===== src/design/arithPkg.sv =====
package arithPkg;

	// operand and result width
	localparam int dataWidth = 16;

	// prefix network forms
	localparam int speedSerial    = 0; // ripple chain, smallest
	localparam int speedBrentKung = 1; // 2*log2(n)-1 levels, few nodes
	localparam int speedSklansky  = 2; // log2(n) levels, high fanout

	// form used by the adders of the unit
	localparam int prefixSpeed = speedSklansky;

	// operation select
	typedef enum logic [1:0] {
		opAdd     = 2'd0, // a + b, carry out
		opSub     = 2'd1, // a - b, borrow
		opAbsDiff = 2'd2, // |a - b|
		opMin     = 2'd3  // smaller of a, b
	} arithOp_t;

endpackage

===== src/design/opIf.sv =====
`timescale 1ns/1ns

// one registered operation, operand stage to core
interface opIf import arithPkg::*; (
	input logic clk
);

	logic                 valid; // one cycle per operation
	arithOp_t             op;    // operation code
	logic [dataWidth-1:0] a;     // first operand
	logic [dataWidth-1:0] b;     // second operand

	// operand stage side
	modport src (
		input  clk,
		output valid, op, a, b
	);

	// core side
	modport dst (
		input clk, valid, op, a, b
	);

endinterface


===== src/design/ArithUnit.sv =====
`timescale 1ns/1ns

// two stage arithmetic unit, result two cycles after the strobe
module ArithUnit import arithPkg::*; (
	input  logic                 clk,
	input  logic                 arstN,
	input  logic                 inValid,
	input  arithOp_t             inOp,
	input  logic [dataWidth-1:0] inA,
	input  logic [dataWidth-1:0] inB,
	output logic                 outValid,
	output logic [dataWidth-1:0] result,
	output logic                 carry,
	output logic                 zero
);

	// stage 1 to stage 2
	opIf opBus (
		.clk(clk)
	);

	OperandReg operandRegInst (
		.clk(clk),
		.arstN(arstN),
		.inValid(inValid),
		.inOp(inOp),
		.inA(inA),
		.inB(inB),
		.op(opBus.src)
	);

	ArithCore arithCoreInst (
		.clk(clk),
		.arstN(arstN),
		.op(opBus.dst),
		.outValid(outValid),
		.result(result),
		.carry(carry),
		.zero(zero)
	);

endmodule


===== src/design/ArithCore.sv =====
`timescale 1ns/1ns

// stage 2, datapath, result select and output register
module ArithCore import arithPkg::*; (
	input  logic                 clk,
	input  logic                 arstN,
	opIf.dst                     op,       // registered operation in
	output logic                 outValid,
	output logic [dataWidth-1:0] result,
	output logic                 carry,    // carry out or borrow
	output logic                 zero
);

	logic [dataWidth-1:0] sum;      // a + b
	logic                 addCo;
	logic [dataWidth:0]   aExt;     // zero extended for borrow bit
	logic [dataWidth:0]   bExt;
	logic [dataWidth:0]   diffAB;   // a - b, msb is borrow
	logic [dataWidth:0]   diffBA;   // b - a, msb is borrow
	logic                 borrowAB; // a < b
	logic                 borrowBA; // b < a
	logic [dataWidth-1:0] selResult;
	logic                 selCarry;
	logic                 selZero;

	assign aExt = {1'b0, op.a};
	assign bExt = {1'b0, op.b};

	Add #(
		.width(dataWidth),
		.speed(prefixSpeed)
	) addInst (
		.A(op.a),
		.B(op.b),
		.Ci(1'b0), // plain add, no chaining
		.S(sum),
		.Co(addCo)
	);

	Sub #(
		.width(dataWidth + 1),
		.speed(prefixSpeed)
	) subAbInst (
		.A(aExt),
		.B(bExt),
		.S(diffAB)
	);

	Sub #(
		.width(dataWidth + 1),
		.speed(prefixSpeed)
	) subBaInst (
		.A(bExt),
		.B(aExt),
		.S(diffBA)
	);

	assign borrowAB = diffAB[dataWidth];
	assign borrowBA = diffBA[dataWidth];

	always_comb begin
		selResult = sum;
		selCarry  = addCo;
		case (op.op)
			opAdd: begin
				selResult = sum;
				selCarry  = addCo;
			end
			opSub: begin
				selResult = diffAB[dataWidth-1:0]; // wraps mod 2^width
				selCarry  = borrowAB;
			end
			opAbsDiff: begin
				// a - b only when a > b, equal operands give zero either way
				selResult = borrowBA ? diffAB[dataWidth-1:0] : diffBA[dataWidth-1:0];
				selCarry  = borrowAB;
			end
			opMin: begin
				selResult = borrowAB ? op.a : op.b;
				selCarry  = borrowAB;
			end
			default: ;
		endcase
	end

	assign selZero = (selResult == '0);

	always_ff @(posedge clk or negedge arstN) begin
		if (!arstN) begin
			outValid <= 1'b0;
		end else begin
			outValid <= op.valid;
		end
	end

	// flags and result load together, held between operations
	always_ff @(posedge clk) begin
		if (op.valid) begin
			result <= selResult;
			carry  <= selCarry;
			zero   <= selZero;
		end
	end

endmodule


===== src/design/OperandReg.sv =====
`timescale 1ns/1ns

// stage 1, captures the incoming operation
module OperandReg import arithPkg::*; (
	input  logic                 clk,
	input  logic                 arstN,
	input  logic                 inValid, // new operation strobe
	input  arithOp_t             inOp,
	input  logic [dataWidth-1:0] inA,
	input  logic [dataWidth-1:0] inB,
	opIf.src                     op       // registered operation out
);

	// strobe follows input every cycle
	always_ff @(posedge clk or negedge arstN) begin
		if (!arstN) begin
			op.valid <= 1'b0;
		end else begin
			op.valid <= inValid;
		end
	end

	// payload only moves with the strobe, holds on idle cycles
	always_ff @(posedge clk) begin
		if (inValid) begin
			op.op <= inOp;
			op.a  <= inA;
			op.b  <= inB;
		end
	end

endmodule


===== src/design/Add.sv =====
`timescale 1ns/1ns

// prefix adder, {Co,S} = A + B + Ci
module Add import arithPkg::*; #(
	parameter int width = dataWidth,  // word width, 2 or more
	parameter int speed = prefixSpeed // prefix network form
) (
	input  logic [width-1:0] A,
	input  logic [width-1:0] B,
	input  logic             Ci, // carry in
	output logic [width-1:0] S,  // sum
	output logic             Co  // carry out
);

	logic [width-1:0] gIn;  // per-bit generate
	logic [width-1:0] pIn;  // per-bit propagate
	logic [width-1:0] gOut; // prefix carries
	logic [width-1:0] hSum; // a ^ b

	// Ci folded into bit 0
	assign hSum[0] = A[0] ^ B[0];
	assign gIn[0]  = (A[0] & B[0]) | (hSum[0] & Ci);
	assign pIn[0]  = 1'b0;

	for (genvar i = 1; i < width; i++) begin : pre
		assign gIn[i]  = A[i] & B[i];
		assign pIn[i]  = A[i] | B[i];
		assign hSum[i] = pIn[i] & ~gIn[i];
	end

	PrefixAndOr #(
		.width(width),
		.speed(speed)
	) prefixInst (
		.GI(gIn),
		.PI(pIn),
		.GO(gOut),
		.PO()
	);

	assign S  = hSum ^ {gOut[width-2:0], Ci};
	assign Co = gOut[width-1]; // carry out of the top bit

endmodule


===== src/design/Sub.sv =====
`timescale 1ns/1ns

// prefix subtractor, S = A - B mod 2^width
module Sub import arithPkg::*; #(
	parameter int width = dataWidth,  // word width, 2 or more
	parameter int speed = prefixSpeed // prefix network form
) (
	input  logic [width-1:0] A, // minuend
	input  logic [width-1:0] B, // subtrahend
	output logic [width-1:0] S  // difference
);

	logic [width-1:0] bInv; // one's complement of B
	logic [width-1:0] gIn;  // per-bit generate
	logic [width-1:0] pIn;  // per-bit propagate
	logic [width-1:0] gOut; // prefix carries
	logic [width-1:0] hSum; // half sum

	assign bInv = ~B;

	// bit 0 sees a carry in of one, so it generates on A|~B
	assign gIn[0]  = A[0] | bInv[0];
	assign pIn[0]  = 1'b0; // nothing below to propagate
	assign hSum[0] = A[0] ^ bInv[0];

	for (genvar i = 1; i < width; i++) begin : pre
		assign gIn[i]  = A[i] & bInv[i];
		assign pIn[i]  = A[i] | bInv[i];
		assign hSum[i] = pIn[i] & ~gIn[i]; // xor from and/or
	end

	PrefixAndOr #(
		.width(width),
		.speed(speed)
	) prefixInst (
		.GI(gIn),
		.PI(pIn),
		.GO(gOut),
		.PO()     // group propagate not needed
	);

	// carry into bit i is prefix generate of bit i-1, bit 0 gets the +1
	assign S = hSum ^ {gOut[width-2:0], 1'b1};

endmodule


===== src/design/PrefixAndOr.sv =====
`timescale 1ns/1ns

// generate/propagate prefix network
// GO[i] = G[i:0], PO[i] = P[i:0] under the (g,p) o (g',p') operator
module PrefixAndOr import arithPkg::*; #(
	parameter int width = dataWidth,  // word width, 2 or more
	parameter int speed = prefixSpeed // network form
) (
	input  logic [width-1:0] GI, // generate in
	input  logic [width-1:0] PI, // propagate in
	output logic [width-1:0] GO, // prefix generate
	output logic [width-1:0] PO  // prefix propagate
);

	localparam int n = width;          // nodes per level
	localparam int m = $clog2(width);  // tree depth

	if (speed == speedSklansky) begin : sklansky
		logic [m:0][n-1:0] gLvl; // per-level generate
		logic [m:0][n-1:0] pLvl; // per-level propagate

		assign gLvl[0] = GI;
		assign pLvl[0] = PI;

		for (genvar l = 1; l <= m; l++) begin : level
			for (genvar i = 0; i < n; i++) begin : node
				localparam int span = 2 ** (l - 1); // half group size
				// upper half of each 2^l group takes the lower half's top node
				if (((i / span) % 2) == 1) begin : black
					localparam int src = (i / span) * span - 1;
					assign gLvl[l][i] = gLvl[l-1][i] | (pLvl[l-1][i] & gLvl[l-1][src]);
					assign pLvl[l][i] = pLvl[l-1][i] & pLvl[l-1][src];
				end else begin : white
					assign gLvl[l][i] = gLvl[l-1][i]; // pass through
					assign pLvl[l][i] = pLvl[l-1][i];
				end
			end
		end

		assign GO = gLvl[m];
		assign PO = pLvl[m];
	end else if (speed == speedBrentKung) begin : brentKung
		// levels 1..m sweep up, levels m+1..2m-1 fill in the gaps
		logic [2*m-1:0][n-1:0] gLvl;
		logic [2*m-1:0][n-1:0] pLvl;

		assign gLvl[0] = GI;
		assign pLvl[0] = PI;

		for (genvar l = 1; l <= m; l++) begin : upLevel
			for (genvar i = 0; i < n; i++) begin : node
				localparam int grp  = 2 ** l;       // group size
				localparam int half = 2 ** (l - 1);
				if (((i + 1) % grp) == 0) begin : black
					// top of group merges with top of its lower half
					assign gLvl[l][i] = gLvl[l-1][i] | (pLvl[l-1][i] & gLvl[l-1][i-half]);
					assign pLvl[l][i] = pLvl[l-1][i] & pLvl[l-1][i-half];
				end else begin : white
					assign gLvl[l][i] = gLvl[l-1][i];
					assign pLvl[l][i] = pLvl[l-1][i];
				end
			end
		end

		for (genvar l = m + 1; l < 2 * m; l++) begin : downLevel
			for (genvar i = 0; i < n; i++) begin : node
				localparam int grp  = 2 ** (2 * m - l); // shrinks each level
				localparam int half = grp / 2;
				// mid node of every group but the first picks up the full prefix below
				if ((i >= grp) && (((i + 1) % grp) == half)) begin : black
					assign gLvl[l][i] = gLvl[l-1][i] | (pLvl[l-1][i] & gLvl[l-1][i-half]);
					assign pLvl[l][i] = pLvl[l-1][i] & pLvl[l-1][i-half];
				end else begin : white
					assign gLvl[l][i] = gLvl[l-1][i];
					assign pLvl[l][i] = pLvl[l-1][i];
				end
			end
		end

		assign GO = gLvl[2*m-1];
		assign PO = pLvl[2*m-1];
	end else begin : serial
		// speedSerial, also the fallback for an unknown speed
		logic [n-1:0] gChain;
		logic [n-1:0] pChain;

		assign gChain[0] = GI[0];
		assign pChain[0] = PI[0];

		for (genvar i = 1; i < n; i++) begin : node
			assign gChain[i] = GI[i] | (PI[i] & gChain[i-1]); // ripple
			assign pChain[i] = PI[i] & pChain[i-1];
		end

		assign GO = gChain;
		assign PO = pChain;
	end

endmodule


===== config.mk =====
export PLATFORM = sky130hd
export DESIGN_NAME = ArithUnit
export DESIGN_NICKNAME = d
export VERILOG_FILES = /design/src/design/arithPkg.sv /design/src/design/opIf.sv /design/src/design/ArithUnit.sv /design/src/design/ArithCore.sv /design/src/design/OperandReg.sv /design/src/design/Add.sv /design/src/design/Sub.sv /design/src/design/PrefixAndOr.sv
export SDC_FILE = /design/constraint.sdc
export NUM_CORES = 1
export LEC_CHECK = 0
export BUFFER_PORTS_ARGS = -buffer_cell sky130_fd_sc_hd__buf_4
export CORE_MARGIN = 2
export CORE_UTILIZATION = 54
export CTS_BUF_LIST = sky130_fd_sc_hd__clkbuf_4 sky130_fd_sc_hd__clkbuf_8 sky130_fd_sc_hd__clkbuf_16
export CTS_CLUSTER_SIZE = 20
export DETAILED_ROUTE_END_ITERATION = 8
export GPL_ROUTABILITY_DRIVEN = 0
export GPL_TIMING_DRIVEN = 0
export MAX_ROUTING_LAYER = met4
export PLACE_DENSITY = 0.78
export SLEW_MARGIN = 20
export SYNTH_ARGS = -nofsm -noshare
export SYNTH_HDL_FRONTEND = slang
export SYNTH_SLANG_ARGS = --single-unit

===== constraint.sdc =====
create_clock -name clk -period 3.4 [get_ports clk]
set_input_delay 0.68 -clock clk [delete_from_list [all_inputs] [get_ports clk]]
set_output_delay 0.68 -clock clk [all_outputs]
set_load 0.01 [all_outputs]

# After elaboration in Yosys (flattened, before gate mapping)
# Index checks and enable logic that the tools add are counted.
# totals
ff_bits,54
input_bits,37
output_inout_bits,19
# classes
n_eq_ne,3
mux,4
n_bitwise,434
reduce_logical,3
# op_table
op,n
1-bit AND,238
1-bit OR,143
16-bit case mux with 4 select lines,1
1-bit NOT,45
16-bit NOT with 17-bit output,2
17-bit bitwise XOR,2
16-bit 2-to-1 mux,2
16-bit zero test,1
16-bit bitwise XOR,1
"2-bit equality test, second input constant",2
3-bit OR reduction,1
1-bit bitwise XOR,3
"2-bit by 1-bit equality test with 1-bit output, second input constant",1
2-bit zero test,1
1-bit case mux with 2 select lines,1

# Logic depth before layout (Yosys ltp)
# Gate-level depths: netlist of run 1.
# logic_depth
ltp_word,14
mapped_depth,16
depth_no_buf,16

# By module
# A second synthesis of run 1 with hierarchy kept.
# hier_totals
cells_unflattened,628
hier_area_um2,5979.5
# modules_own_cells
module,instances,cells_per_inst,area_per_inst_um2
Sub,2,101,748.2
ArithCore,1,83,1416.4
OperandReg,1,35,1046.0
PrefixAndOr at arithCoreInst.subAbInst.prefixInst ...,2,78,462.9
Add,1,92,699.4
PrefixAndOr at arithCoreInst.addInst.prefixInst,1,60,395.4

# Worst setup path before layout of run 1
# No wires, ideal clock.
# synth_timing
kind,register to register
startpoint,register operandRegInst.op.a[0]
endpoint,register arithCoreInst.zero (data pin)
setup_ps,170
arrival_time_ps,3356
required_ps,3230
setup_slack_ps,-125
stages_incl_launch_ff,14
n_path_buf,0
cell_sequence,edfxtp_1 > ha_1 > inv_1 > fa_1 > nand2b_4 > a221oi_2 > a221oi_4 > o311ai_4 > and2_4 > mux2_4 > mux4_2 > nor3b_1 > nand4bb_1 > nor4_2
# synth_via
elab_chain_len,14
# synth_rtl
element,line,rtl
from (decl),opIf.sv:16,"output valid, op, a, b"
from (signal assigned),OperandReg.sv:27,op.a <= inA;
16-bit NOT with 17-bit output,Sub.sv:19,assign bInv = ~B;
1-bit OR,Sub.sv:22,assign gIn[0] = A[0] | bInv[0];
1-bit AND,PrefixAndOr.sv:31,assign gLvl[l][i] = gLvl[l-1][i] | (pLvl[l-1][i] & gLvl[l-1][src]);
1-bit OR,PrefixAndOr.sv:31,
1-bit AND,PrefixAndOr.sv:31,
1-bit OR,PrefixAndOr.sv:31,
1-bit AND,PrefixAndOr.sv:31,
1-bit OR,PrefixAndOr.sv:31,
1-bit AND,PrefixAndOr.sv:31,
1-bit OR,PrefixAndOr.sv:31,
17-bit bitwise XOR,Sub.sv:43,"assign S = hSum ^ {gOut[width-2:0], 1'b1};"
16-bit 2-to-1 mux,ArithCore.sv:75,selResult = borrowBA ? diffAB[dataWidth-1:0] : diffBA[dataWidth-1:0];
16-bit case mux with 4 select lines (*),ArithCore.sv:64,case (op.op)
net arithCoreInst.selResult[1],ArithCore.sv:22,logic [dataWidth-1:0] selResult;
16-bit zero test (*),ArithCore.sv:86,assign selZero = (selResult == '0);
net arithCoreInst.selZero,ArithCore.sv:24,logic selZero;
to (signal assigned),ArithCore.sv:101,zero <= selZero;
to (decl),ArithCore.sv:11,output logic zero
# The timed path passes the listed nets; every way through them passes the cells marked *.
# A chain may end at the register's enable or synchronous reset.

# Final worst setup path of run 1
# Ends and elaborated chain as after synthesis.

==> results of run 1 <==
[sequential cells by signal (all words and copies together) (netlist names)]
signal	count
arithCoreInst.result	16
operandRegInst.op.a	16
operandRegInst.op.b	16
operandRegInst.op.op	2
arithCoreInst.carry	1
arithCoreInst.outValid	1
arithCoreInst.zero	1
operandRegInst.op.valid	1
[metal layers]
| layer | vias to the layer above | GRT usage | routed length [µm] |
|---|---|---|---|
| met3 | 49 | 0.0455 | 1050 |
| met1 | 1946 | 0.314 | 4760 |
| met5 | - | - | 0 |
| met2 | 274 | 0.441 | 6320 |
| met4 | 0 | 0.109 | 475 |
| li1 | 1846 | - | - |
[through the flow]
step | setup TNS [ns] | cells
after floorplan | 0 | 462
after global placement | -6.38 | 622
after detailed placement | -7.62 | 622
after CTS | -0.277 | 654
after global routing | -0.793 | 663
final | -0.281 | 663
[cells by family (layout without fill, tap and decap cells)]
family,after synthesis,count (layout)
AOI/OAI and AO/OA,124,124
DFF,54,54
muxes,15,15
and+or+nand+nor,114,114
xor gates and xnor gates,16,16
adders and majority gates,71,71
buffers and inverters,68,164
[worst max path at each step]
stage                                 from                  to  cells past startpoint
detailed placement  operandRegInst.op.a[0]  arithCoreInst.zero                     16
finish              operandRegInst.op.a[0]  arithCoreInst.zero                     15
floorplan           operandRegInst.op.a[0]  arithCoreInst.zero                     16
CTS                 operandRegInst.op.a[0]  arithCoreInst.zero                     14
global placement    operandRegInst.op.a[0]  arithCoreInst.zero                     16
global route        operandRegInst.op.a[0]  arithCoreInst.zero                     15
[worst max-delay path: stages (launching register included)]
cell and delay [ns]:
sky130_fd_sc_hd__edfxtp_1 0.43, sky130_fd_sc_hd__buf_6 0.15, sky130_fd_sc_hd__inv_2 0.06, sky130_fd_sc_hd__ha_4 0.12
sky130_fd_sc_hd__inv_2 0.03, sky130_fd_sc_hd__fa_2 0.36, sky130_fd_sc_hd__nor2b_4 0.15, sky130_fd_sc_hd__o221ai_4 0.23
sky130_fd_sc_hd__o211ai_4 0.15, sky130_fd_sc_hd__a31o_4 0.28, sky130_fd_sc_hd__xnor2_1 0.14, sky130_fd_sc_hd__a221o_1 0.35
sky130_fd_sc_hd__or3_4 0.41, sky130_fd_sc_hd__a2111oi_4 0.22, sky130_fd_sc_hd__o2111ai_2 0.16, sky130_fd_sc_hd__nor4_2 0.25
[power by group through the flow]
| stage | clock, mW | combinational (mW) | sequential, mW |
|---|---|---|---|
| 3_3_place_gp | 0 | 0.950 | 0.894 |
| 5_1_grt | 0.542 | 1.33 | 0.892 |
| 3_5_place_dp | 0 | 0.978 | 0.900 |
| 2_1_floorplan | 0 | 0.658 | 0.912 |
| 6_report | 0.511 | 1.25 | 0.882 |
| 4_1_cts | 0.522 | 1.12 | 0.884 |
[Yosys cell counts, types with 2 or more instances]
master	instances	area share
sky130_fd_sc_hd__ha_1	59	0.16
sky130_fd_sc_hd__inv_1	56	0.045
sky130_fd_sc_hd__edfxtp_1	52	0.34
sky130_fd_sc_hd__a21oi_1	46	0.049
sky130_fd_sc_hd__nor2_1	40	0.032
sky130_fd_sc_hd__o21ai_0	19	0.020
sky130_fd_sc_hd__mux2i_1	13	0.028
sky130_fd_sc_hd__nand2_1	13	0.010
sky130_fd_sc_hd__fa_1	12	0.052
sky130_fd_sc_hd__nor2b_1	11	0.015
sky130_fd_sc_hd__xnor2_1	10	0.019
sky130_fd_sc_hd__nand2b_1	9	0.012
sky130_fd_sc_hd__nor3_1	7	0.0075
sky130_fd_sc_hd__clkbuf_1	6	0.0048
sky130_fd_sc_hd__xor2_1	6	0.011
sky130_fd_sc_hd__o211ai_1	5	0.0081
sky130_fd_sc_hd__o21bai_1	5	0.0081
sky130_fd_sc_hd__buf_2	4	0.0043
sky130_fd_sc_hd__o31ai_1	4	0.0064
sky130_fd_sc_hd__or2_2	4	0.0054
sky130_fd_sc_hd__or3_1	4	0.0054
sky130_fd_sc_hd__a211oi_1	3	0.0048
sky130_fd_sc_hd__a221oi_1	3	0.0056
sky130_fd_sc_hd__and2_1	3	0.0040
sky130_fd_sc_hd__and3_1	3	0.0040
sky130_fd_sc_hd__nand3_1	3	0.0032
sky130_fd_sc_hd__o2111ai_1	3	0.0056
sky130_fd_sc_hd__o221ai_1	3	0.0056
sky130_fd_sc_hd__a211o_1	2	0.0038
sky130_fd_sc_hd__a221o_1	2	0.0043
sky130_fd_sc_hd__a311oi_1	2	0.0038
sky130_fd_sc_hd__a31oi_1	2	0.0027
sky130_fd_sc_hd__dfrtp_1	2	0.011
sky130_fd_sc_hd__nand2b_4	2	0.0059
sky130_fd_sc_hd__nand4_1	2	0.0027
sky130_fd_sc_hd__nor4_1	2	0.0027
sky130_fd_sc_hd__o2111a_1	2	0.0048
sky130_fd_sc_hd__o211ai_2	2	0.0054
sky130_fd_sc_hd__o21a_1	2	0.0032
sky130_fd_sc_hd__o22ai_1	2	0.0027
sky130_fd_sc_hd__o32ai_1	2	0.0038
sky130_fd_sc_hd__or4_1	2	0.0032
[area by class of cell]
cell class	instances	area, µm²
sequential	54	1610
timing repair buffer	88	688
tap	105	131
buffer	11	75.1
multi-input combinational	340	3040
clock inverter	3	63.8
fill	579	2410
inverter	57	214
clock buffer	5	68.8
[repair_timing]
action	CTS	global route
setup buffers	24	9
resized for setup	38	26
pin swaps	24	23
endpoints found under the setup margin	18	13
==> results.sh, run 1 <==
export IMPL_holdCritPathClass="in -> async"
export IMPL_placed_cell_area_um2=5220
export IMPL_setup_worst_path_start_class="flop"
export IMPL_clock_slew_at_the_register_clock_pins_of_the_worst_setup_and_hold_paths_ns=0.10
export IMPL_synth_xor_area_frac=0.0301
export IMPL_worst_pin_slew_ns=0.845
export IMPL_max_cap_violations=0
export IMPL_floorplan_initialDensity=0.561
export IMPL_compound_cell_area_share_of_the_yosys_netlist=0.190
export IMPL_hold_slack_ns=0.124
export IMPL_power_ir_vdd_worst_v=0.000234
export IMPL_cts_sinks=54
export IMPL_grt_util_all_layers=0.263
export IMPL_first_pass_iters=5
export IMPL_finish_utilization=0.709
export IMPL_synthArstFlopShare=0.0370
export IMPL_final_common_cell="sky130_fd_sc_hd__buf_4"
export IMPL_port_buffers=55
export IMPL_report_final_setup_viol=2
export IMPL_post_route_min_period_ns=3.66
export IMPL_die_area_um2=9380
export IMPL_syn_inst=462
export IMPL_combPwrFrac=0.473
export IMPL_globalRouteOverflowTotal=0
export IMPL_run_status="complete, but fails checks"
export IMPL_totalWireLength_mm=12.6
export IMPL_chipWidth_um=96.9
export IMPL_worstSetupPathType="reg -> reg"
export IMPL_synth_seq_cells=54
export IMPL_share_of_synthesized_cell_area_in_and_or_nand_and_nor_gates=0.132
export IMPL_worstSkewPairLatency_ns=0.32
export IMPL_floorplan_rows=33
export IMPL_ant_diodes=0
export IMPL_final_critical_path_setup_slack_ns=-0.257
export IMPL_cp_arrival_ns=3.81
export IMPL_dp_final_hpwl_mm=8.69
export IMPL_tritoncts_clock_tree="done"
export IMPL_cts_made_buffers=5
export IMPL_vias=4115
export IMPL_antenna_found_initial=0
export IMPL_hold_viol_final=0
export IMPL_areaGrowthSynthToFinish_pct=26.4
export IMPL_power_per_cell_area_nw_per_um2=449
export IMPL_postSynthAreaPerCell_um2=10.1
export IMPL_yosys_cell_types_count=70
export IMPL_detail_route_antenna_nets=0
export IMPL_global_route_wire_length_before_repair_mm=19.5
export IMPL_pin_count=56
export IMPL_p_int_mw=1.69
export IMPL_synthAdderAreaFrac=0.210
export IMPL_violations="negative setup slack"
export IMPL_synth_top_family_by_area="adder cells"
export IMPL_worstPathMaxFanout=3
export IMPL_p_sw_mw=0.955
export IMPL_layout_cells_most_common_list="sky130_fd_sc_hd__buf_4 (83), sky130_fd_sc_hd__ha_1 (56), sky130_fd_sc_hd__edfxtp_1 (52)"
export IMPL_part_of_the_power_in_registers=0.334
export IMPL_remaining_drc_errors=0
export IMPL_reg2reg_slack_ns=-0.26
export IMPL_regToRegStartpoint="operandRegInst.op.a[0]"
export IMPL_clock_root_buffer="sky130_fd_sc_hd__clkbuf_8"
export IMPL_grt_max_degree=36
export IMPL_clock_skew_final_ns=0.0126
export IMPL_yosysWarningCount=0
export IMPL_clockBufferDepth=2
export IMPL_first_global_vias=4068
export IMPL_worst_setup_path_end_kind="flop"
export IMPL_fmax_mhz=273
export IMPL_final_layout_size_suffix_gt1_frac=0.276
export IMPL_syn_cell_area_um2=4660
export IMPL_rsz0062_at_grt="true"
export IMPL_avgViaCountPerCell=6.21
export IMPL_dp_worst_setup_slack_ns=-0.946
export IMPL_power_leakage_nw=2.53
export IMPL_finalNetCount=665
export IMPL_average_wire_per_cell_in_the_routed_design_um=19.0
export IMPL_hold_buffers=0
export IMPL_slew_viol_final=0
export IMPL_layout_worst_path_cycle_share=1.08
export IMPL_reg2reg_to="arithCoreInst.zero"
export IMPL_design_core_area_um2=8300
export IMPL_rr_worst_depth=15
export IMPL_ys_flop_type="sky130_fd_sc_hd__edfxtp_1"
export IMPL_floorplan_die_height_um=96.9
export IMPL_initialDrtViolationCount=352
export IMPL_critical_path_required_ns=3.56
export IMPL_power_share_clock=0.193
export IMPL_number_of_enable_flip_flop_cells_after_synthesis=52
export IMPL_switching_share=0.361
export IMPL_htree_levels=2
export IMPL_share_of_synthesized_area_spent_on_multiplexers=0.0360
export IMPL_post_route_cell_area_um2=5890
export IMPL_synth_nets=570
export IMPL_synth_seq_area_share=0.346
export IMPL_timing_max_slew_rel_slack=0.431
export IMPL_power_total_mw=2.64
Note: power is estimated with default switching activity, not from simulation.
==> inputs of run 2 (changes only) <==
--- a/config.mk
+++ b/config.mk
@@ -7,15 +7,16 @@
 export LEC_CHECK = 0
 export BUFFER_PORTS_ARGS = -buffer_cell sky130_fd_sc_hd__buf_4
 export CORE_MARGIN = 2
-export CORE_UTILIZATION = 54
+export CORE_UTILIZATION = 56
 export CTS_BUF_LIST = sky130_fd_sc_hd__clkbuf_4 sky130_fd_sc_hd__clkbuf_8 sky130_fd_sc_hd__clkbuf_16
 export CTS_CLUSTER_SIZE = 20
 export DETAILED_ROUTE_END_ITERATION = 8
 export GPL_ROUTABILITY_DRIVEN = 0
 export GPL_TIMING_DRIVEN = 0
 export MAX_ROUTING_LAYER = met4
-export PLACE_DENSITY = 0.78
+export PLACE_DENSITY = 0.79
 export SLEW_MARGIN = 20
 export SYNTH_ARGS = -nofsm -noshare
 export SYNTH_HDL_FRONTEND = slang
+export SYNTH_HIERARCHICAL = 1
 export SYNTH_SLANG_ARGS = --single-unit
==> run 2 against run 1 <==
Net effect: the run still ends with negative setup slack left; register-to-register slack improved by 0.09 ns; via count increased by 10%; count of clock-buffer cells in the layout stayed put; hold slack improved by 0.0085 ns; clock power fell by 31%; clock skew is 0.0040 ns higher.
==> results.sh, run 2 <==
export IMPL_antenna_found_initial=0
export IMPL_cts_sinks=54
export IMPL_worstPathMaxFanout=10
export IMPL_power_per_cell_area_nw_per_um2=407
export IMPL_hold_viol_final=0
export IMPL_first_global_vias=4763
export IMPL_finalNetCount=816
export IMPL_tritoncts_clock_tree="done"
export IMPL_rsz0062_at_grt="true"
export IMPL_grt_max_degree=36
export IMPL_final_layout_size_suffix_gt1_frac=0.288
export IMPL_clockBufferDepth=2
export IMPL_timing_max_slew_rel_slack=0.335
export IMPL_regs_by_ff_count="arithCoreInst/result: 16 flops, operandRegInst/op.a: 16 flops, operandRegInst/op.b: 16 flops"
export IMPL_cp_arrival_ns=3.76
export IMPL_cts_made_buffers=5
export IMPL_remaining_drc_errors=0
export IMPL_floorplan_die_height_um=103
export IMPL_htree_levels=2
export IMPL_postSynthAreaPerCell_um2=9.89
export IMPL_fill_cells=663
export IMPL_clock_slew_at_the_register_clock_pins_of_the_worst_setup_and_hold_paths_ns=0.11
export IMPL_hold_buffers=0
export IMPL_run_status="complete, but fails checks"
export IMPL_critical_path_required_ns=3.60
export IMPL_worstSkewPairLatency_ns=0.32
export IMPL_power_leakage_nw=3.53
export IMPL_worstSetupPathType="reg -> reg"
export IMPL_worst_setup_path_end_kind="flop"
export IMPL_initialDrtViolationCount=222
export IMPL_max_cap_violations=0
export IMPL_holdCritPathClass="in -> async"
export IMPL_ant_diodes=0
export IMPL_slew_viol_final=0
export IMPL_first_pass_iters=4
export IMPL_global_route_wire_length_before_repair_mm=22.1
export IMPL_design_core_area_um2=9640
export IMPL_floorplan_initialDensity=0.571
export IMPL_avgViaCountPerCell=5.55
export IMPL_chipWidth_um=103
export IMPL_layout_cells_most_common_list="sky130_fd_sc_hd__inv_1 (155), sky130_fd_sc_hd__buf_4 (117), sky130_fd_sc_hd__ha_1 (94)"
export IMPL_post_place_cells=748
export IMPL_dp_final_hpwl_mm=9.20
export IMPL_totalWireLength_mm=14.2
export IMPL_fin_cells=818
export IMPL_vias=4536
export IMPL_floorplan_rows=36
export IMPL_power_total_mw=2.78
export IMPL_areaGrowthSynthToFinish_pct=24.5
export IMPL_clock_root_buffer="sky130_fd_sc_hd__clkbuf_8"
export IMPL_pin_count=56
export IMPL_detail_route_antenna_nets=0
export IMPL_syn_inst=556
export IMPL_post_route_min_period_ns=3.56
export IMPL_violations="negative setup slack"
export IMPL_yosysWarningCount=6
export IMPL_grt_util_all_layers=0.279
export IMPL_fmax_mhz=281
export IMPL_syn_cell_area_um2=5500
export IMPL_layout_worst_path_cycle_share=1.05
export IMPL_final_critical_path_setup_slack_ns=-0.162
export IMPL_average_wire_per_cell_in_the_routed_design_um=17.4
export IMPL_globalRouteOverflowTotal=0
export IMPL_port_buffers=55
export IMPL_clock_skew_final_ns=0.0167
export IMPL_worst_pin_slew_ns=0.997
export IMPL_power_ir_vdd_worst_v=0.000243
export IMPL_report_final_setup_viol=1
export IMPL_die_area_um2=10600
export IMPL_setup_worst_path_start_class="flop"
export IMPL_final_common_cell="sky130_fd_sc_hd__inv_1"
-- run 2: per-stage QoR --
step                      TNS (ns)  worst slack [ns]  instance area [µm²]  hold slack (ns)  utilization
after floorplan                  0             0.212                 5520            0.384            -
after global placement      -0.405            -0.405                 6100            0.462        0.632
after detailed placement    -0.477            -0.477                 6100            0.464        0.632
after CTS                        0          0.000406                 6700            0.124        0.695
after global routing        -0.268            -0.268                 6850            0.127        0.710
final                       -0.162            -0.162                 6850            0.132        0.710
-- run 2: final timing paths --
kind | startpoint | to | slack [ns] | cells past startpoint
min | arstN | arithCoreInst/outValid | 0.13 | 1
max reg2reg | operandRegInst/op.b[1] | arithCoreInst/zero | -0.16 | 14
min reg2reg | operandRegInst/op.b[12] | arithCoreInst/result[12] | 0.94 | 2
min in group clk | inB[13] | operandRegInst/op.b[13] | 0.52 | 1
max | operandRegInst/op.b[1] | arithCoreInst/zero | -0.16 | 14
max in group asynchronous | arstN | operandRegInst/op.valid | 3.18 | 1
-- run 2: cell type report --
cell class                 instances  area [µm²]  share of cell area
multi-input combinational        340        3400               0.496
sequential                        54        1610               0.235
timing repair buffer             117         907               0.132
inverter                         155         582              0.0850
tap                              133         166              0.0243
buffer                            11         103              0.0150
clock buffer                       5        68.8              0.0100
clock inverter                     3        11.3             0.00164
-- run 2: worst max-delay path, cell delays in order (launching register included) --
cell	delay [ns]
sky130_fd_sc_hd__edfxtp_1	0.44
sky130_fd_sc_hd__buf_4	0.15
sky130_fd_sc_hd__inv_1	0.04
sky130_fd_sc_hd__ha_1	0.20
sky130_fd_sc_hd__a21oi_4	0.17
sky130_fd_sc_hd__o22ai_2	0.14
sky130_fd_sc_hd__o211ai_1	0.22
sky130_fd_sc_hd__nand2_1	0.12
sky130_fd_sc_hd__xor2_2	0.14
sky130_fd_sc_hd__buf_6	0.16
sky130_fd_sc_hd__buf_12	0.16
sky130_fd_sc_hd__mux2_1	0.34
sky130_fd_sc_hd__mux4_2	0.55
sky130_fd_sc_hd__nor4_4	0.37
sky130_fd_sc_hd__and4_1	0.24
-- run 2: routing by layer --
metal | vias up | wire length, µm | GRT usage
li1 | 2072 | - | -
met1 | 2198 | 5240 | 0.294
met2 | 201 | 7500 | 0.509
met3 | 65 | 816 | 0.0461
met4 | 0 | 648 | 0.122
met5 | - | 0 | -
-- run 2: repair_timing --
item	4_1_cts	5_1_grt
endpoints found under the setup margin	1	2
setup buffers	50	12
gates resized for setup	25	12
pin swaps	16	2
-- run 2: where the power goes --
group | internal, mW | switching [mW] | leakage, nW
combinational | 0.788 | 0.734 | 2.95
clock | 0.138 | 0.214 | 0.0407
sequential | 0.840 | 0.0719 | 0.534
==> inputs of run 3 (changes only) <==
--- a/config.mk
+++ b/config.mk
@@ -5,14 +5,15 @@
 export SDC_FILE = /design/constraint.sdc
 export NUM_CORES = 1
 export LEC_CHECK = 0
-export BUFFER_PORTS_ARGS = -buffer_cell sky130_fd_sc_hd__buf_4
 export CORE_MARGIN = 2
-export CORE_UTILIZATION = 56
+export CORE_UTILIZATION = 60
 export CTS_BUF_LIST = sky130_fd_sc_hd__clkbuf_4 sky130_fd_sc_hd__clkbuf_8 sky130_fd_sc_hd__clkbuf_16
 export CTS_CLUSTER_SIZE = 20
 export DETAILED_ROUTE_END_ITERATION = 8
+export DONT_BUFFER_PORTS = 1
 export GPL_ROUTABILITY_DRIVEN = 0
 export GPL_TIMING_DRIVEN = 0
+export HOLD_SLACK_MARGIN = 0.03
 export MAX_ROUTING_LAYER = met4
 export PLACE_DENSITY = 0.79
 export SLEW_MARGIN = 20
==> run 3 against run 2 <==
Net effect: via count is 9.6% lower; cell area down 8.2%; critical path depth down 3; the flow still finishes with violations (negative setup slack); largest cell class unchanged; global-route usage decreased by 1.7 points; core utilization up 0.36 points; count of clock-buffer cells in the layout rose by 1; first-iteration DRC count shrank 16%; die area shrank 6.4%.
==> results.sh, run 3 (synthesis results as in run 2) <==
export IMPL_cts_made_buffers=5
export IMPL_final_common_cell="sky130_fd_sc_hd__inv_1"
export IMPL_cts_sinks=54
export IMPL_worstSetupPathType="reg -> reg"
export IMPL_met2_usage=0.463
export IMPL_p_int_mw=1.66
export IMPL_worst_pin_slew_ns=0.846
export IMPL_regs_by_ff_count="arithCoreInst/result: 16 flops, operandRegInst/op.a: 16 flops, operandRegInst/op.b: 16 flops"
export IMPL_worstSkewPairLatency_ns=0.31
export IMPL_combPwrFrac=0.498
export IMPL_grt_use_met1=0.304
export IMPL_max_cap_violations=0
export IMPL_run_status="complete, but fails checks"
export IMPL_first_global_vias=4176
export IMPL_remaining_drc_errors=0
export IMPL_htree_levels=2
export IMPL_fin_cells=723
export IMPL_regToRegStartpoint="operandRegInst/op.b[0]"
export IMPL_power_ir_vdd_worst_v=0.000266
export IMPL_globalRouteOverflowTotal=0
export IMPL_globalRouteMet3Util=0.0394
export IMPL_rsz0062_at_grt="true"
export IMPL_finish_utilization=0.714
export IMPL_setup_worst_path_start_class="flop"
export IMPL_power_share_clock=0.147
export IMPL_post_route_cell_area_um2=6290
export IMPL_clock_slew_at_the_register_clock_pins_of_the_worst_setup_and_hold_paths_ns=0.11
export IMPL_slew_viol_final=0
export IMPL_clock_skew_final_ns=0.00813
export IMPL_areaGrowthSynthToFinish_pct=14.3
export IMPL_chipWidth_um=99.8
export IMPL_floorplan_die_height_um=99.8
export IMPL_final_layout_size_suffix_gt1_frac=0.211
export IMPL_holdCritPathClass="in -> reg"
export IMPL_floorplan_rows=34
export IMPL_violations="negative setup slack"
export IMPL_switching_share=0.373
export IMPL_report_final_setup_viol=1
export IMPL_dp_final_hpwl_mm=8.59
export IMPL_timing_max_slew_rel_slack=0.436
export IMPL_initialDrtViolationCount=187
export IMPL_p_sw_mw=0.985
export IMPL_global_route_wire_length_before_repair_mm=19.8
export IMPL_hold_path_startpoint="inValid"
export IMPL_fmax_mhz=284
export IMPL_fill_cells=604
export IMPL_avgViaCountPerCell=5.67
export IMPL_clock_root_buffer="sky130_fd_sc_hd__clkbuf_8"
export IMPL_totalWireLength_mm=12.5
export IMPL_cp_arrival_ns=3.70
export IMPL_placed_cell_area_um2=5650
export IMPL_critical_path_required_ns=3.58
export IMPL_pin_count=56
export IMPL_layout_worst_path_cycle_share=1.04
export IMPL_hold_viol_final=0
export IMPL_vias=4102
export IMPL_first_pass_iters=5
export IMPL_design_core_area_um2=8810
export IMPL_grt_util_all_layers=0.261
export IMPL_grt_busiest_layer="met2"
export IMPL_final_critical_path_setup_slack_ns=-0.123
export IMPL_floorplan_initialDensity=0.625
export IMPL_part_of_the_power_in_registers=0.355
export IMPL_layout_cells_most_common_list="sky130_fd_sc_hd__inv_1 (154), sky130_fd_sc_hd__ha_1 (94), sky130_fd_sc_hd__edfxtp_1 (52)"
export IMPL_setup_worst_path_start="operandRegInst/op.b[0]"
export IMPL_tritoncts_clock_tree="done"
export IMPL_clockBufferDepth=2
export IMPL_detail_route_antenna_nets=0
export IMPL_ant_diodes=0
export IMPL_grt_max_degree=36
export IMPL_worst_setup_path_end_kind="flop"
export IMPL_die_area_um2=9950
export IMPL_post_place_cells=668
export IMPL_post_route_min_period_ns=3.52
export IMPL_finalNetCount=746
export IMPL_power_per_cell_area_nw_per_um2=420
export IMPL_port_buffers=0
export IMPL_antenna_found_initial=0
export IMPL_power_leakage_nw=3.18
export IMPL_setup_total_negative_slack_ns=-0.123
export IMPL_average_wire_per_cell_in_the_routed_design_um=17.3
export IMPL_worstPathMaxFanout=4
run 3: changes by cell type in the layout (fill, tap and decap cells not counted), moves of 2 or more:
cell	before	now
sky130_fd_sc_hd__clkinv_1	3	0
sky130_fd_sc_hd__nor4_4	1	3
sky130_fd_sc_hd__buf_4	117	49
sky130_fd_sc_hd__buf_12	4	2
run 3: cell type report:
class,count,area (µm²),area share
Inverter,155,582,0.0925
Clock inverter,2,16.3,0.00259
Buffer,11,103,0.0163
Tap cell,108,135,0.0215
Timing Repair Buffer,47,355,0.0565
Multi-Input combinational cell,340,3410,0.542
Sequential cell,54,1610,0.256
Clock buffer,6,76.3,0.0121
run 3: timing repair:
action,in CTS,in global routing
resized for setup,27,10
hold buffers,0,1
endpoints found under the setup margin,1,1
hold endpoints to repair,0,2
pin swaps,9,6
buffers inserted,36,10
run 3: worst paths after layout:
check,cells after the start,to,slack (ns)
worst max-delay path,11,arithCoreInst/zero,-0.12
worst min-delay path,0,operandRegInst/op.valid,0.39
worst max register to register,11,arithCoreInst/zero,-0.12
worst min register to register,0,arithCoreInst/outValid,0.91
max in group asynchronous,1,arithCoreInst/outValid,2.69
min in group asynchronous,1,operandRegInst/op.valid,0.58
run 3: critical path, cell delays in order, from the launching register on:
cell,delay [ns]
sky130_fd_sc_hd__edfxtp_1,0.46
sky130_fd_sc_hd__buf_4,0.17
sky130_fd_sc_hd__fa_2,0.37
sky130_fd_sc_hd__a21o_1,0.21
sky130_fd_sc_hd__a31o_4,0.25
sky130_fd_sc_hd__and3_4,0.20
sky130_fd_sc_hd__a211o_4,0.36
sky130_fd_sc_hd__a31o_1,0.24
sky130_fd_sc_hd__xor2_1,0.14
sky130_fd_sc_hd__mux4_2,0.51
sky130_fd_sc_hd__nor4_4,0.21
sky130_fd_sc_hd__and4_1,0.27
run 3: through the flow:
step	power [mW]	hold slack [ns]	setup slack (ns)
after CTS	2.57	0.0415	0.00110
after detailed placement	2.02	0.384	-0.349
after global placement	1.97	0.384	-0.360
final	2.64	0.391	-0.123
after global routing	2.78	0.373	-0.216
after floorplan	1.78	0.384	0.212
run 3: per-layer routing:
layer | part of all wire | up-vias | routed length (µm)
li1 | - | 1930 | -
met1 | 0.40 | 1997 | 5060
met2 | 0.52 | 142 | 6490
met3 | 0.052 | 33 | 649
met4 | 0.027 | 0 | 340
met5 | 0 | - | 0
run 3: power by group through the flow:
stage	combinational [mW]	clock, mW	sequential, mW
after floorplan	0.844	0	0.936
after global placement	1.01	0	0.963
after detailed placement	1.05	0	0.967
after CTS	1.24	0.391	0.938
after global routing	1.42	0.410	0.950
final	1.31	0.389	0.938
